File: config.mk
export PLATFORM = sky130hd
export DESIGN_NAME = scan_counter
export DESIGN_NICKNAME = d
export VERILOG_FILES = /design/src/rtl/matrix_pkg.sv /design/src/rtl/scan_counter.sv
export SDC_FILE = /design/constraint.sdc
export NUM_CORES = 1
export LEC_CHECK = 0
export BUFFER_PORTS_ARGS = -buffer_cell sky130_fd_sc_hd__buf_2
export CAP_MARGIN = 30
export CORE_MARGIN = 1
export CORE_UTILIZATION = 30
export CTS_CLUSTER_DIAMETER = 30
export DETAILED_ROUTE_END_ITERATION = 10
export SYNTH_ARGS = -nofsm -noshare
export SYNTH_HDL_FRONTEND = slang
export SYNTH_SLANG_ARGS = --single-unit
File: constraint.sdc
create_clock -name clk -period 1.5 [get_ports clk]
set_input_delay 0.15 -clock clk [delete_from_list [all_inputs] [get_ports clk]]
set_output_delay 0.15 -clock clk [all_outputs]
set_load 0.005 [all_outputs]
File: src/rtl/matrix_pkg.sv
// Frame dimensions, command opcode, address and byte types,
// and the state encodings for the decoder and row loader
package matrix_pkg;

    localparam int PIXEL_WIDTH = 16;
    localparam int PIXEL_HEIGHT = 32;
    localparam int BYTES_PER_PIXEL = 3;

    localparam int FRAME_BYTES = PIXEL_HEIGHT * PIXEL_WIDTH * BYTES_PER_PIXEL;
    localparam int FRAME_ADDR_BITS = $clog2(FRAME_BYTES);

    typedef logic [7:0] byte_t;
    typedef logic [4:0] row_addr_t;
    typedef logic [3:0] col_addr_t;
    typedef logic [1:0] color_sel_t;
    typedef logic [FRAME_ADDR_BITS-1:0] frame_addr_t;

    localparam byte_t OP_READROW = 8'h01;

    // Countdown start and raster wrap points
    localparam row_addr_t ROW_MAX = row_addr_t'(PIXEL_HEIGHT - 1);
    localparam col_addr_t COL_MAX = col_addr_t'(PIXEL_WIDTH - 1);
    localparam color_sel_t PIX_MAX = color_sel_t'(BYTES_PER_PIXEL - 1);

    typedef enum logic [0:0] {
        IDLE,
        READROW
    } decoder_state_t;

    typedef enum logic [1:0] {
        ROW_CAPTURE,
        ROW_PRIMEMEMWRITE,
        READ_ROWCONTENT,
        DONE
    } loader_state_t;

endpackage
File: src/rtl/scan_counter.sv
// Raster scan address counter with a one-stage address pipeline
// that aligns the returned address with the read data
`timescale 1ns/100ps

module scan_counter import matrix_pkg::*; (
    input  logic       clk,
    input  logic       reset,
    input  logic       scan_start,
    input  logic       scan_step,
    output row_addr_t  rd_row,
    output col_addr_t  rd_column,
    output color_sel_t rd_pixel,
    output logic       rd_en,
    input  byte_t      rd_data,
    output byte_t      scan_data,
    output logic       scan_valid,
    output row_addr_t  scan_row,
    output col_addr_t  scan_column,
    output color_sel_t scan_pixel
);

    row_addr_t cnt_row;
    col_addr_t cnt_column;
    color_sel_t cnt_pixel;

    // A step in the same cycle as scan_start is dropped
    assign rd_en = scan_step && !scan_start;
    assign rd_row = cnt_row;
    assign rd_column = cnt_column;
    assign rd_pixel = cnt_pixel;

    always_ff @(posedge clk) begin
        if (reset || scan_start) begin
            cnt_row <= '0;
            cnt_column <= '0;
            cnt_pixel <= '0;
        end else if (rd_en) begin
            if (cnt_pixel != PIX_MAX) begin
                cnt_pixel <= cnt_pixel + 1'b1;
            end else begin
                cnt_pixel <= '0;
                if (cnt_column != COL_MAX) begin
                    cnt_column <= cnt_column + 1'b1;
                end else begin
                    cnt_column <= '0;
                    cnt_row <= (cnt_row == ROW_MAX) ? '0 : cnt_row + 1'b1;
                end
            end
        end
    end

    always_ff @(posedge clk) begin
        if (reset) begin
            scan_valid <= 1'b0;
        end else begin
            scan_valid <= rd_en;
        end
    end

    always_ff @(posedge clk) begin
        if (rd_en) begin
            scan_row <= cnt_row;
            scan_column <= cnt_column;
            scan_pixel <= cnt_pixel;
        end
    end

    assign scan_data = rd_data;

endmodule

==> out/metrics.yaml <==
status: "complete, but fails checks"
violations: "setup timing"
multiInputGateArea_um2: 364
ir_worst_vdd_uv: 256
slew_headroom_pct: 80.0
io_pins: 44
area_growth_pct: 26.5
powerDensity_mw_per_mm2: 799
ys_ff_latch: 23
cts_htree_levels: 1
layout-drive-gt1-share_pct: 45.2
dr.pass1.iters: 4
grt_overflow: 0
r2r_start: "rd_row[1]"
seqCellArea_um2: 573
synthCells: 85
track_usage_pct: 11.6
route.detailed.drc: 0
crit_path_end: "rd_row[0]"
syn_nets: 100
setup_slack_ps: -31.1
antenna_found_initial: 0
startpoint: "rd_row[1]"
p_sw_share_pct: 20.7
first_global_vias: 715
cp-start-kind: "flip-flop"
grt_setup_unrepaired: "true"
synth-edff-count: 11
clk_latency_ps: 310
worst_pin_slew_ps: 296
initial_core_util_pct: 31.8
cts_made_buffers: 3
synth_flop_cell: "dfxtp_1"
arrival_ps: 1780
ys_warn_count: 0
drtAntennaViolNets: 0
leakage_nw: 0.501
crit_type: "flip-flop to flip-flop"
die-area_mm2: 0.00349
place_inst: 154
grt_max_degree: 14
min_period_over_period_pct: 102
hpwl_mm: 1.37
wl_per_cell_um: 11.5
async_flop_share_pct: 0
worstPathRequired_ps: 1750
finalMaxSlewViolations: 0
synth.distinct_cells: 31
clockBufferDepth: 2
fillers: 319
setup_viol: 1
p_switching_mw: 0.204
final_cell_mix: "buf_2 (27), edfxtp_1 (11), buf_4 (10), dfxtp_1 (10), a21oi_1 (8)"
clockRootBuffer: "clkbuf_4"
r2r_slack_ps: -30
hold_viol: 0
total_power_mw: 0.989
p_comb_share_pct: 4.8
reg2reg_to: "rd_row[0]"
seq_area_frac_synth_pct: 58.3
portBuffers: 27
finalNonFillerCells: 159
routabilityCongestion: 0.850
power_frac_clock_pct: 27.8
min_path_type: "primary input to flip-flop"
antenna_cells: 0
cts.clk_slew.worst_paths_ps: 120
dp_slack_ps: -14.2
cts_tree: "built"
vias_per_cell: 4.65
reg2reg_depth: 5
worstPathMaxFanout: 4
worst_setup_path_end_kind: "flip-flop"
finClkSkew_ps: 8.64
grt_first_pass_wirelength_mm: 3.03
final_common_cell: "buf_2"
fin_crit_ps: 1530
drtIter0Drc: 20
whs_ps: 166
rows: 20
max_clock_freq_ghz: 0.653
core_mm2: 0.00308
drv_cap: 0
die_y_um: 59.1
vias: 740
cts_num_sinks: 23
syn_area_um2: 978
drt-total-wl_mm: 1.84
synth.avg_cell_area_um2: 11.5
p_int_mw: 0.785
seqPwrFrac_pct: 67.5
final_nets: 131
die_w_um: 59.1
holdBufCountCts: 0
## power by group through the flow
stage / clock [mW] / combinational [mW] / sequential [mW]
after floorplan: 0 / 0.0380 / 0.685
after global placement: 0 / 0.0464 / 0.682
after detailed placement: 0 / 0.0480 / 0.682
after CTS: 0.289 / 0.0481 / 0.668
after global routing: 0.308 / 0.0535 / 0.669
final: 0.275 / 0.0471 / 0.667
## state kept, by name, summed over array words and instances, names as in the netlist
register and flops:
scan_row 5, rd_column 4, scan_pixel 2, scan_valid 1, rd_pixel 2, rd_row 5
scan_column 4
## synth_stat cells, types with 2 or more instances
cell type	instances	area, µm²
o21ai_0	3	15.0
nand2_1	4	15.0
a21oi_1	9	45.0
buf_4	8	60.1
and3_1	2	12.5
ha_1	3	37.5
nand3_1	4	20.0
dfxtp_1	12	240
or4_1	2	15.0
edfxtp_1	11	330
inv_1	2	7.51
nor3b_1	2	15.0
nor2_1	5	18.8
## cells by family (layout without fill, tap and decap cells)
kind of cell | after synthesis | count (layout) | synth area share, %
AND/OR/NAND/NOR | 25 | 25 | 15.2
flip-flops | 23 | 23 | 58.3
AO/OA/AOI/OAI | 20 | 20 | 12.7
buffers and inverters | 13 | 43 | 9.08
adder cells (fa/ha/maj) | 3 | 3 | 3.84
XOR/XNOR | 1 | 1 | 0.895
## metal layers
layer	global-route usage (%)	routed length [µm]	share of wire, %
met1	12.6	783	43
met2	21.1	891	49
met3	2.18	123	6.7
met4	6.46	37	2.0
met5	0	0	0
## stage by stage
step                      utilization, %  TNS (ps)  area, µm²
after floorplan                        -         0       1000
after global placement              38.3         0       1180
after detailed placement            38.3     -14.2       1180
after CTS                           39.6     -32.3       1220
after global routing                40.2     -57.3       1240
final                               40.2     -31.1       1240
## critical path, cell delays in order (launching register included)
cell and delay, ps:
dfxtp_2 360, ha_4 150, and3_4 170, ha_4 160, or4_4 480, a21oi_2 150
## worst min-delay path by stage
| stage | endpoint | from | cells past startpoint |
|---|---|---|---|
| 3_5_place_dp | scan_data[0] | rd_data[0] | 0 |
| 5_1_grt | scan_valid | scan_step | 3 |
| 6_report | scan_valid | scan_step | 3 |
| 3_3_place_gp | scan_data[0] | rd_data[0] | 0 |
| 2_1_floorplan | scan_valid | scan_step | 2 |
| 4_1_cts | scan_valid | scan_step | 3 |
## layout make-up
type | count | share of cell area, %
Clock buffer | 3 | 1.82
Clock inverter | 1 | 0.404
Inverter | 2 | 0.607
Multi-Input combinational cell | 49 | 29.4
Sequential cell | 23 | 46.3
Tap cell | 44 | 4.45
Timing Repair Buffer | 37 | 17.0
## timing repair
action	CTS	global route
setup buffers	0	1
pin swaps	0	1
setup endpoints to repair	2	2
resized for setup	2	3
Note: power is estimated with default switching activity, not from simulation.
