### config.mk
export PLATFORM = sky130hd
export DESIGN_NAME = cmd_readrow_flat
export DESIGN_NICKNAME = d
export VERILOG_FILES = /design/src/rtl/matrix_pkg.sv /design/src/rtl/ram_port_if.sv /design/src/rtl/cmd_readrow.sv /design/src/flat_wrapper.sv
export SDC_FILE = /design/constraint.sdc
export NUM_CORES = 1
export LEC_CHECK = 0
export ABC_AREA = 1
export ABC_CLOCK_PERIOD_IN_PS = 2800
export BUFFER_PORTS_ARGS = -buffer_cell sky130_fd_sc_hd__clkbuf_2
export CORE_MARGIN = 2
export CORE_UTILIZATION = 53
export DETAILED_ROUTE_END_ITERATION = 12
export PLACE_DENSITY_LB_ADDON = 0.3
export SYNTH_ARGS = -nofsm -noshare
export SYNTH_HDL_FRONTEND = slang
export SYNTH_SLANG_ARGS = --single-unit
### constraint.sdc
create_clock -name clk -period 2.8 [get_ports clk]
set_input_delay 0.56 -clock clk [delete_from_list [all_inputs] [get_ports clk]]
set_output_delay 0.56 -clock clk [all_outputs]
set_load 0.02 [all_outputs]
### src/rtl/matrix_pkg.sv
// Frame dimensions, command opcode, address and byte types,
// and the state encodings for the decoder and row loader
package matrix_pkg;

    localparam int PIXEL_WIDTH = 16;
    localparam int PIXEL_HEIGHT = 32;
    localparam int BYTES_PER_PIXEL = 3;

    localparam int FRAME_BYTES = PIXEL_HEIGHT * PIXEL_WIDTH * BYTES_PER_PIXEL;
    localparam int FRAME_ADDR_BITS = $clog2(FRAME_BYTES);

    typedef logic [7:0] byte_t;
    typedef logic [4:0] row_addr_t;
    typedef logic [3:0] col_addr_t;
    typedef logic [1:0] color_sel_t;
    typedef logic [FRAME_ADDR_BITS-1:0] frame_addr_t;

    localparam byte_t OP_READROW = 8'h01;

    // Countdown start and raster wrap points
    localparam row_addr_t ROW_MAX = row_addr_t'(PIXEL_HEIGHT - 1);
    localparam col_addr_t COL_MAX = col_addr_t'(PIXEL_WIDTH - 1);
    localparam color_sel_t PIX_MAX = color_sel_t'(BYTES_PER_PIXEL - 1);

    typedef enum logic [0:0] {
        IDLE,
        READROW
    } decoder_state_t;

    typedef enum logic [1:0] {
        ROW_CAPTURE,
        ROW_PRIMEMEMWRITE,
        READ_ROWCONTENT,
        DONE
    } loader_state_t;

endpackage
### src/rtl/ram_port_if.sv
// Write-side port from the row loader to the frame RAM
`timescale 1ns/100ps

interface ram_port_if import matrix_pkg::*; ();

    row_addr_t row;
    col_addr_t column;
    color_sel_t pixel;
    byte_t data;
    logic write_enable;
    // One write per change of level
    logic access_start;

    modport loader (
        output row,
        output column,
        output pixel,
        output data,
        output write_enable,
        output access_start
    );

    modport ram (
        input row,
        input column,
        input pixel,
        input data,
        input write_enable,
        input access_start
    );

endinterface

### src/rtl/cmd_readrow.sv
// Row loader that captures the row number, then counts columns and
// colour bytes down in reverse, writing each byte to the frame RAM
`timescale 1ns/100ps

module cmd_readrow import matrix_pkg::*; (
    input  logic       clk,
    input  logic       reset,
    input  byte_t      data_in,
    input  logic       enable,
    ram_port_if.loader ram,
    output logic       done
);

    loader_state_t state;

    always_ff @(posedge clk) begin
        if (reset) begin
            state <= ROW_CAPTURE;
            ram.column <= '0;
            ram.pixel <= '0;
            ram.write_enable <= 1'b0;
            ram.access_start <= 1'b0;
            done <= 1'b0;
        end else begin
            case (state)
                ROW_CAPTURE: begin
                    if (enable) begin
                        state <= ROW_PRIMEMEMWRITE;
                    end
                end
                ROW_PRIMEMEMWRITE: begin
                    // First colour byte lands at the top column and colour byte
                    if (enable) begin
                        ram.column <= COL_MAX;
                        ram.pixel <= PIX_MAX;
                        ram.write_enable <= 1'b1;
                        ram.access_start <= !ram.access_start;
                        state <= READ_ROWCONTENT;
                    end
                end
                READ_ROWCONTENT: begin
                    if (enable) begin
                        ram.access_start <= !ram.access_start;
                        if (ram.pixel == '0) begin
                            ram.pixel <= PIX_MAX;
                            ram.column <= ram.column - 1'b1;
                        end else begin
                            ram.pixel <= ram.pixel - 1'b1;
                        end
                        // This byte goes to column 0, pixel 0
                        if (ram.column == '0 && ram.pixel == color_sel_t'(1)) begin
                            done <= 1'b1;
                            state <= DONE;
                        end
                    end
                end
                DONE: begin
                    // write_enable is still high for the last toggle's write edge
                    done <= 1'b0;
                    ram.write_enable <= 1'b0;
                    state <= ROW_CAPTURE;
                end
                default: begin
                    state <= ROW_CAPTURE;
                end
            endcase
        end
    end

    // Row number and colour byte payload
    always_ff @(posedge clk) begin
        if (enable) begin
            if (state == ROW_CAPTURE) begin
                ram.row <= row_addr_t'(data_in);
            end else if (state == ROW_PRIMEMEMWRITE || state == READ_ROWCONTENT) begin
                ram.data <= data_in;
            end
        end
    end

endmodule

### src/flat_wrapper.sv
// flat-port wrapper written by rule: the top's interface ports become plain ports
module cmd_readrow_flat import matrix_pkg::*;
  (clk, reset, data_in, enable, done, ram_row, ram_column, ram_pixel, ram_data, ram_write_enable, ram_access_start);
  ram_port_if ram_i ();
  input  logic clk;
  input  logic reset;
  input  byte_t data_in;
  input  logic enable;
  output logic done;
  output wire logic [$bits(ram_i.row)-1:0] ram_row;
  output wire logic [$bits(ram_i.column)-1:0] ram_column;
  output wire logic [$bits(ram_i.pixel)-1:0] ram_pixel;
  output wire logic [$bits(ram_i.data)-1:0] ram_data;
  output wire logic [$bits(ram_i.write_enable)-1:0] ram_write_enable;
  output wire logic [$bits(ram_i.access_start)-1:0] ram_access_start;
  assign ram_row = ram_i.row;
  assign ram_column = ram_i.column;
  assign ram_pixel = ram_i.pixel;
  assign ram_data = ram_i.data;
  assign ram_write_enable = ram_i.write_enable;
  assign ram_access_start = ram_i.access_start;
  cmd_readrow u_core (.clk(clk), .reset(reset), .data_in(data_in), .enable(enable), .ram(ram_i), .done(done));
endmodule
==> run metrics, run 1 <==
Initial DRT Pass Iterations 4; Crit path max-delay family simple AND/OR/NAND/NOR gates; reg2reg start u_core.state[1]; Data required, critical path between 2 and 3 ns; # IOs 33; DIE WIDTH between 40 and 50 um; met3 wire len between 100 and 150 um; postcts setup bufs 0; layout cells sized above 1 a little over a quarter; critical path class reg -> reg; RSZ-0062 raised after global routing false; Antenna Cells 0; startpoint types flop; crit-path cells inv_1, ha_1, nand2_1, nor2_1; root buf cell clkbuf_4; status finished clean; Non-Filler Instances roughly 170; Hold Fails Final Rpt 0; DP Area around 1300 um2; number of gates resized after CTS 0; PD cells slightly above 1000 nW/um2; critical path endpoint u_core.ram.data[2]; HP Class in -> reg; initial antenna violation count 0; flops & latches, synth 24; largest net degree at the start of global routing 15; first-pass GRT wire length between 3000 and 4000 um; hpwl dp about 1600 um; number of global-route vias before repair slightly below 800; cells after synthesis between 100 and 150; CTS tree yes; crit path from u_core.state[1]; Antenna Nets Post-Route 0; GP Congestion ~0.85; Rows 16; Metal-1 WL 853 um; hold_ws roughly 0.42 ns; CP max FO 8; Port Buffers 32; vias per cell 4.86; CTS Hold Bufs 0; WL/cell 11.5 um; Finished Core Util between 60% and 70%; Max VDD drop 0.000559 V; total CTS buffers 3; All-Layer GR Usage 18.0%; Worst Path Arrival about 1.7 ns; NumNets Final roughly 160; DRT iter0 DRCs 8; area delta synth->final 23.3%; CP max stage delay about 0.52 ns; Worst path depth 4; Leakage between 0.6 and 0.7 nW; worst skew pair latency approximately 0.30 ns; Detailed Route WL just under 2000 um; synthesized cell area 1060 um2; max layer used met3; Slew @ Worst Pin 0.665 ns; Avg Inst Size Synth about 10 um2; FF-to-FF setup slack ~1.1 ns; H-tree depth 1; Slew Limit Fails 0; Vias 821; die height approximately 49 um; clock-pin slew on the worst setup and hold paths 0.13 ns; met2 wire len 980 um; Mapped Nets roughly 130; commonest cells after routing, fill and taps aside clkbuf_2, nand2_1, inv_1, edfxtp_1; TritonCTS sink count 24; Die ar. 2370 um2; Total Neg Setup Slack 0 ns; fmax around 570 MHz; period utilisation layout between 60% and 70%; min Tclk post-route 1.75 ns; reg2reg end u_core.ram.data[2]; Buf/Inv on CP 1; Longest Clk Path Bufs 2; DRC viols 0; sequential share of the synthesized area between 50% and 60%; core box area between 1500 and 2000 um2; max_slew headroom between 50% and 60%; DP Cell Count roughly 170; Synth cell types 16; Crit. End Element flop; R2R depth 4; Synthesis Warnings 0; GRT overflow 0; # setup viols final 0; Max-Cap Viols 0; hold path depth 1; most common cell after layout, fill and taps aside clkbuf_2; Starting Density a little under three fifths; Critical-path top delay cell nor2_1; Max Clock Skew between 0.003 and 0.004 ns; Layout Cell Area excl Fill between 1000 and 1500 um2
## worst min-delay path by stage
| stage | slack (ns) | startpoint | endpoint |
|---|---|---|---|
| final | 0.42 | data_in[6] | u_core.ram.data[6] |
| after global routing | 0.40 | data_in[5] | u_core.ram.data[5] |
| after CTS | 0.42 | data_in[6] | u_core.ram.data[6] |
| after detailed placement | 0.50 | u_core.state[1] | u_core.state[1] |
| after global placement | 0.49 | u_core.state[1] | u_core.state[1] |
| after floorplan | 0.47 | u_core.state[1] | u_core.state[1] |
## layout make-up
cell class | instances | area, um2
tap | 27 | 33.8
clock buffer | 3 | 22.5
sequential | 24 | 611
inverter | 16 | 60.1
fill | 156 | 616
multi-input combinational | 66 | 389
timing repair buffer | 32 | 160
clock inverter | 1 | 30.0
## through the flow
stage | setup WS, ns | total power [W]
after global placement | 1.15 | 0.00107
after detailed placement | 1.01 | 0.00110
final | 1.05 | 0.00133
after global routing | 0.873 | 0.00143
after CTS | 1.00 | 0.00134
after floorplan | 1.28 | 0.000934
## logic make-up (layout without fill, tap and decap cells)
family	Yosys count	in the layout	share of synthesized area, %
adders and majority gates	10	10	11.8
AOI/OAI and AO/OA	13	13	6.14
DFF	24	24	57.6
and+or+nand+nor	42	42	17.9
buffers and inverters	16	52	5.67
xor gates and xnor gates	1	1	0.827
## where the power goes
group          total (W)  internal [W]  switching (W)
clock network   0.000244      0.000144      0.0000992
logic           0.000553      0.000191       0.000361
registers       0.000536      0.000477      0.0000589
total            0.00133      0.000813       0.000519
## metal layers
layer / up-vias / track usage [%]
met5: - / 0
met4: 0 / 2.86
met3: 0 / 4.01
met2: 22 / 32.4
met1: 377 / 22.4
li1: 422 / -
## cells in the mapped netlist
cell      number  area share [%]
nand2_1       21             7.4
inv_1         16             5.7
edfxtp_1      13              37
a21oi_1       11             5.2
dfxtp_1       11              21
ha_1          10              12
nand3_1        8             3.8
nor2_1         7             2.5
o21ai_0        2            0.94
nand2_4        1             1.1
nand3b_1       1            0.71
nand4_1        1            0.59
nor3_1         1            0.47
or2_2          1            0.59
or2_4          1            0.83
xor2_1         1            0.83
## registers in the layout, summed over array words and instances, names as in the netlist
register                 cells
u_core.ram.pixel             2
u_core.ram.column            4
u_core.state                 2
u_core.ram.write_enable      1
u_core.ram.row               5
u_core.ram.data              8
u_core.ram.access_start      1
u_core.done                  1
(Power assumes the default switching activity.)
==> run 2, diff against run 1 <==
- ABC_CLOCK_PERIOD_IN_PS: 2800 -> 1700
- CORE_UTILIZATION: 53 -> 49
- clock period: 2.8 -> 1.7 ns (I/O delays scaled with it)
==> run 2 against run 1 <==
Fmax rose by 16%. Flip-flop and latch count unchanged. Sequential share of layout area is 0.27 points lower. Non-clock buffer count is 1 higher. Clock-buffer cell count stayed put. Clock power grew 68%. First-iteration DRC count grew to 2.5 times the previous value. Total power rose by 66%. Worst hold slack worse by 0.24 ns. Setup slack got worse by 0.86 ns. Highest routed layer is now met4.
==> run metrics, run 2 (synthesis results as in run 1) <==
status finished clean; DP Cell Count 166; Longest Clk Path Bufs 2; routing usage on met3 under 10%; GRT busiest layer met2; CP max FO 7; Reg power frac around two fifths; R2R depth 8; layout cells sized above 1 roughly 28%; Sw Ratio between 30 and 40%; total CTS buffers 3; max FFs per register 8; Worst Hold Launch data_in[6]; GP Congestion 0.835; CTS tree yes; clock-pin slew on the worst setup and hold paths 0.14 ns; Slew @ Worst Pin between 0.2 and 0.25 ns; Initial DRT Pass Iterations 4; vias per cell slightly below 5; overall power around 0.0022 W; GRT overflow 0; Max VDD drop between 0.001 and 0.0015 V; Vias between 800 and 900; worst skew pair latency a little over 0.3 ns; Leakage between 0.6 and 0.7 nW; reg2reg end u_core.ram.column[2]; DIE WIDTH slightly above 50 um; HP Class in -> reg; FF-to-FF setup slack 0.19 ns; Hold Fails Final Rpt 0; Port Buffers 32; number of global-route vias before repair a little over 800; postcts setup bufs 0; commonest cells after routing, fill and taps aside clkbuf_2, nand2_1, inv_1, edfxtp_1; Starting Density 52.9%; DRT iter0 DRCs 20; met2 usage a little under a third; Layout Cell Area excl Fill 1310 um2; area delta synth->final 24.0%; min Tclk post-route approximately 1.5 ns; critical path class reg -> reg; Rows 16; Logic pwr share 41.4%; H-tree depth 1; Antenna Nets Post-Route 0; Total Neg Setup Slack 0 ns; Biggest register u_core.ram.data; RSZ-0062 raised after global routing false; Detailed Route WL 2050 um; Psw 0.000869 W; hpwl dp 1580 um; root buf cell clkbuf_4; DRC viols 0; clock power share about a fifth; M1 GR Usage around a fifth; # IOs 33; initial antenna violation count 0; fillers 169; reg2reg start u_core.state[0]; TritonCTS sink count 24; pre-CTS WS about 0.23 ns; largest registers u_core.ram.data: 8 flops, u_core.ram.row: 5 flops, u_core.ram.column: 4 flops; die height around 50 um; startpoint types flop; Die ar. about 2600 um2; CTS Hold Bufs 0; # setup viols final 0; largest net degree at the start of global routing 15; fmax about 660 MHz; WL/cell between 10 and 15 um; Max-Cap Viols 0; first-pass GRT wire length around 3400 um; number of gates resized after CTS 0; Antenna Cells 0; hold path depth 1; NumNets Final about 170; PD cells roughly 1700 nW/um2; All-Layer GR Usage between 15 and 20%; Max Clock Skew ~0.0058 ns; DP Area 1260 um2; core box area about 2000 um2; area occupied by multi-input gates just under 400 um2; Worst Path Arrival about 1.7 ns; Int Pwr roughly 0.0013 W; WHS Endpoint u_core.ram.data[6]; max_slew headroom 84.0%; Non-Filler Instances 170; period utilisation layout 88.8%; final setup margin 0.190 ns; Data required, critical path 1.91 ns; Storage cell area approximately 610 um2; Slew Limit Fails 0; Crit. End Element flop; most common cell after layout, fill and taps aside clkbuf_2
-- run 2: area by class of cell --
class                           instances  share of cell area (%)
Timing Repair Buffer                   33                    12.8
Clock inverter                          1                    2.29
Clock buffer                            3                    1.71
Multi-Input combinational cell         66                    29.6
Inverter                               16                    4.57
Tap cell                               27                    2.57
Sequential cell                        24                    46.5
-- run 2: critical path, cell delays in order (launching register included) --
cell and delay, ns:
dfxtp_1 0.36, inv_1 0.13, ha_1 0.31, inv_1 0.11, or2_4 0.26, nand2_4 0.08, inv_1 0.06, nand2_1 0.06
a21oi_1 0.06
-- run 2: per-stage QoR --
step	hold WS [ns]	util, %
2_1_floorplan	0.409	-
3_3_place_gp	0.488	63.0
3_5_place_dp	0.499	63.0
4_1_cts	0.178	65.6
5_1_grt	0.161	65.6
6_report	0.188	65.6
-- run 2: how the worst max path moves through the flow --
stage                                from                   end  depth (start not counted)
after floorplan           u_core.state[1]    u_core.ram.data[0]                          4
after detailed placement  u_core.state[0]  u_core.ram.column[2]                          8
after CTS                 u_core.state[0]  u_core.ram.column[2]                          8
after global routing      u_core.state[0]  u_core.ram.column[3]                          8
after global placement    u_core.state[0]  u_core.ram.column[2]                          8
final                     u_core.state[0]  u_core.ram.column[2]                          8
-- run 2: metal layers --
metal  vias to the layer above  wire [um]
met2                        24       1060
met5                         -          0
li1                        420          -
met1                       386        869
met3                         2        108
met4                         0         14
-- run 2: power by group through the flow --
stage	combinational, W	sequential (W)	clock (W)
global route	0.00103	0.000905	0.000448
CTS	0.000928	0.000885	0.000421
detailed placement	0.000920	0.000897	0
finish	0.000917	0.000886	0.000411
floorplan	0.000489	0.00105	0
global placement	0.000891	0.000889	0
==> run 3, diff against run 2 <==
- ABC_CLOCK_PERIOD_IN_PS: 1700 -> 1600
- clock period: 1.7 -> 1.6 ns (I/O delays scaled with it)
==> run 3 against run 2 <==
Largest power group unchanged. Utilization up 0.62 points. Final cell count is the same. Highest routed layer unchanged. Critical path depth is 3 lower. Clock-buffer cell count unchanged. Clock skew grew 0.00082 ns.
==> run metrics, run 3 (synthesis results as in run 1) <==
area delta synth->final 25.1%; # setup viols final 0; Data required, critical path 1.65 ns; RSZ-0062 raised after global routing false; DP Cell Count around 170; status finished clean; hpwl dp about 1600 um; WL/cell 12.6 um; Critical-path top delay cell dfxtp_1; DRC viols 0; CP max stage delay roughly 0.44 ns; Non-Filler Instances 170; initial antenna violation count 0; Crit. End Element flop; HP Class in -> reg; FF-to-FF setup slack about 0.13 ns; Worst Path Arrival ~1.5 ns; crit-path cells inv_1, ha_1, nand2_1, nor2_1, buf_4; Max-Cap Viols 0; reg2reg start u_core.state[1]; Worst Hold Launch data_in[6]; DRT iter0 DRCs 21; root buf cell clkbuf_4; Rows 16; most common cell after layout, fill and taps aside clkbuf_2; vias per cell slightly below 5; clock-pin slew on the worst setup and hold paths 0.14 ns; commonest cells after routing, fill and taps aside clkbuf_2, nand2_1, inv_1, edfxtp_1; CTS tree yes; Antenna Nets Post-Route 0; Hold Fails Final Rpt 0; Port Buffers 32; Max Clock Skew around 0.0066 ns; Antenna Cells 0; fmax 681 MHz; core box area 2000 um2; R2R depth 5; TritonCTS sink count 24; Biggest register u_core.ram.data; max FFs per register 8; overall power 0.00239 W; number of gates resized after CTS 0; worst skew pair latency between 0.3 and 0.4 ns; largest net degree at the start of global routing 15; total CTS buffers 3; die height slightly above 50 um; Total Neg Setup Slack 0 ns; max_slew headroom between 80% and 90%; GP Congestion 0.835; min Tclk post-route between 1 and 1.5 ns; DP Area between 1000 and 1500 um2; Layout Cell Area excl Fill 1330 um2; All-Layer GR Usage between 15 and 20%; Slew @ Worst Pin a little over 0.2 ns; postcts setup bufs 0; H-tree depth 1; period utilisation layout approximately nine tenths; reg2reg end u_core.ram.data[4]; largest registers u_core.ram.data: 8 flops, u_core.ram.row: 5 flops, u_core.ram.column: 4 flops; critical path class reg -> reg; GRT overflow 0; DIE WIDTH about 51 um; Initial DRT Pass Iterations 4; Max VDD drop 0.00118 V; hold_ws 0.161 ns; NumNets Final between 150 and 200; Crit path max-delay family flip-flops; CP max FO 8; first-pass GRT wire length 3400 um; number of global-route vias before repair 818; Vias ~840; WHS Endpoint u_core.ram.data[6]; Leakage about 0.6 nW; # IOs 33; Starting Density about 53%; layout cells sized above 1 between 20% and 30%; Slew Limit Fails 0; PD cells about 1800 nW/um2; CTS Hold Bufs 0; Longest Clk Path Bufs 2; hold path depth 1; startpoint types flop; crit path from u_core.state[1]; Detailed Route WL approximately 2100 um; Die ar. around 2600 um2; Buf/Inv on CP 2
-- run 3: layout make-up --
type                    count  area (um2)
fillers                   168         676
flip-flops and latches     24         611
multi-input cells          66         402
repair buffers             33         168
inverters                  16        60.1
well taps                  27        33.8
clock inverters             1        30.0
clock buffers               3        22.5
-- run 3: worst max path at each step --
stage	slack (ns)	endpoint	cells past startpoint
after floorplan	0.08	u_core.ram.data[0]	4
after global placement	0.19	u_core.ram.column[2]	8
after detailed placement	0.13	u_core.ram.column[2]	8
after CTS	0.10	u_core.ram.column[2]	8
after global routing	0.04	u_core.ram.column[3]	8
final	0.13	u_core.ram.data[4]	5
-- run 3: routing by layer --
layer | global-route usage, % | part of all wire (%)
met2 | 31.4 | 51
met1 | 20.6 | 43
met3 | 2.98 | 4.9
met4 | 8.56 | 1.3
met5 | 0 | 0
-- run 3: per-stage QoR --
stage / util (%) / setup WS, ns
after floorplan: - / 0.0819
after global placement: 63.0 / 0.194
after detailed placement: 63.0 / 0.126
after CTS: 65.6 / 0.103
after global routing: 66.3 / 0.0437
final: 66.3 / 0.132
-- run 3: power breakdown --
group | total (W) | leakage [nW] | internal [W] | switching [W]
clock network | 0.000444 | 0.0279 | 0.000253 | 0.000191
registers | 0.000945 | 0.210 | 0.000835 | 0.000111
logic | 0.00100 | 0.380 | 0.000354 | 0.000650
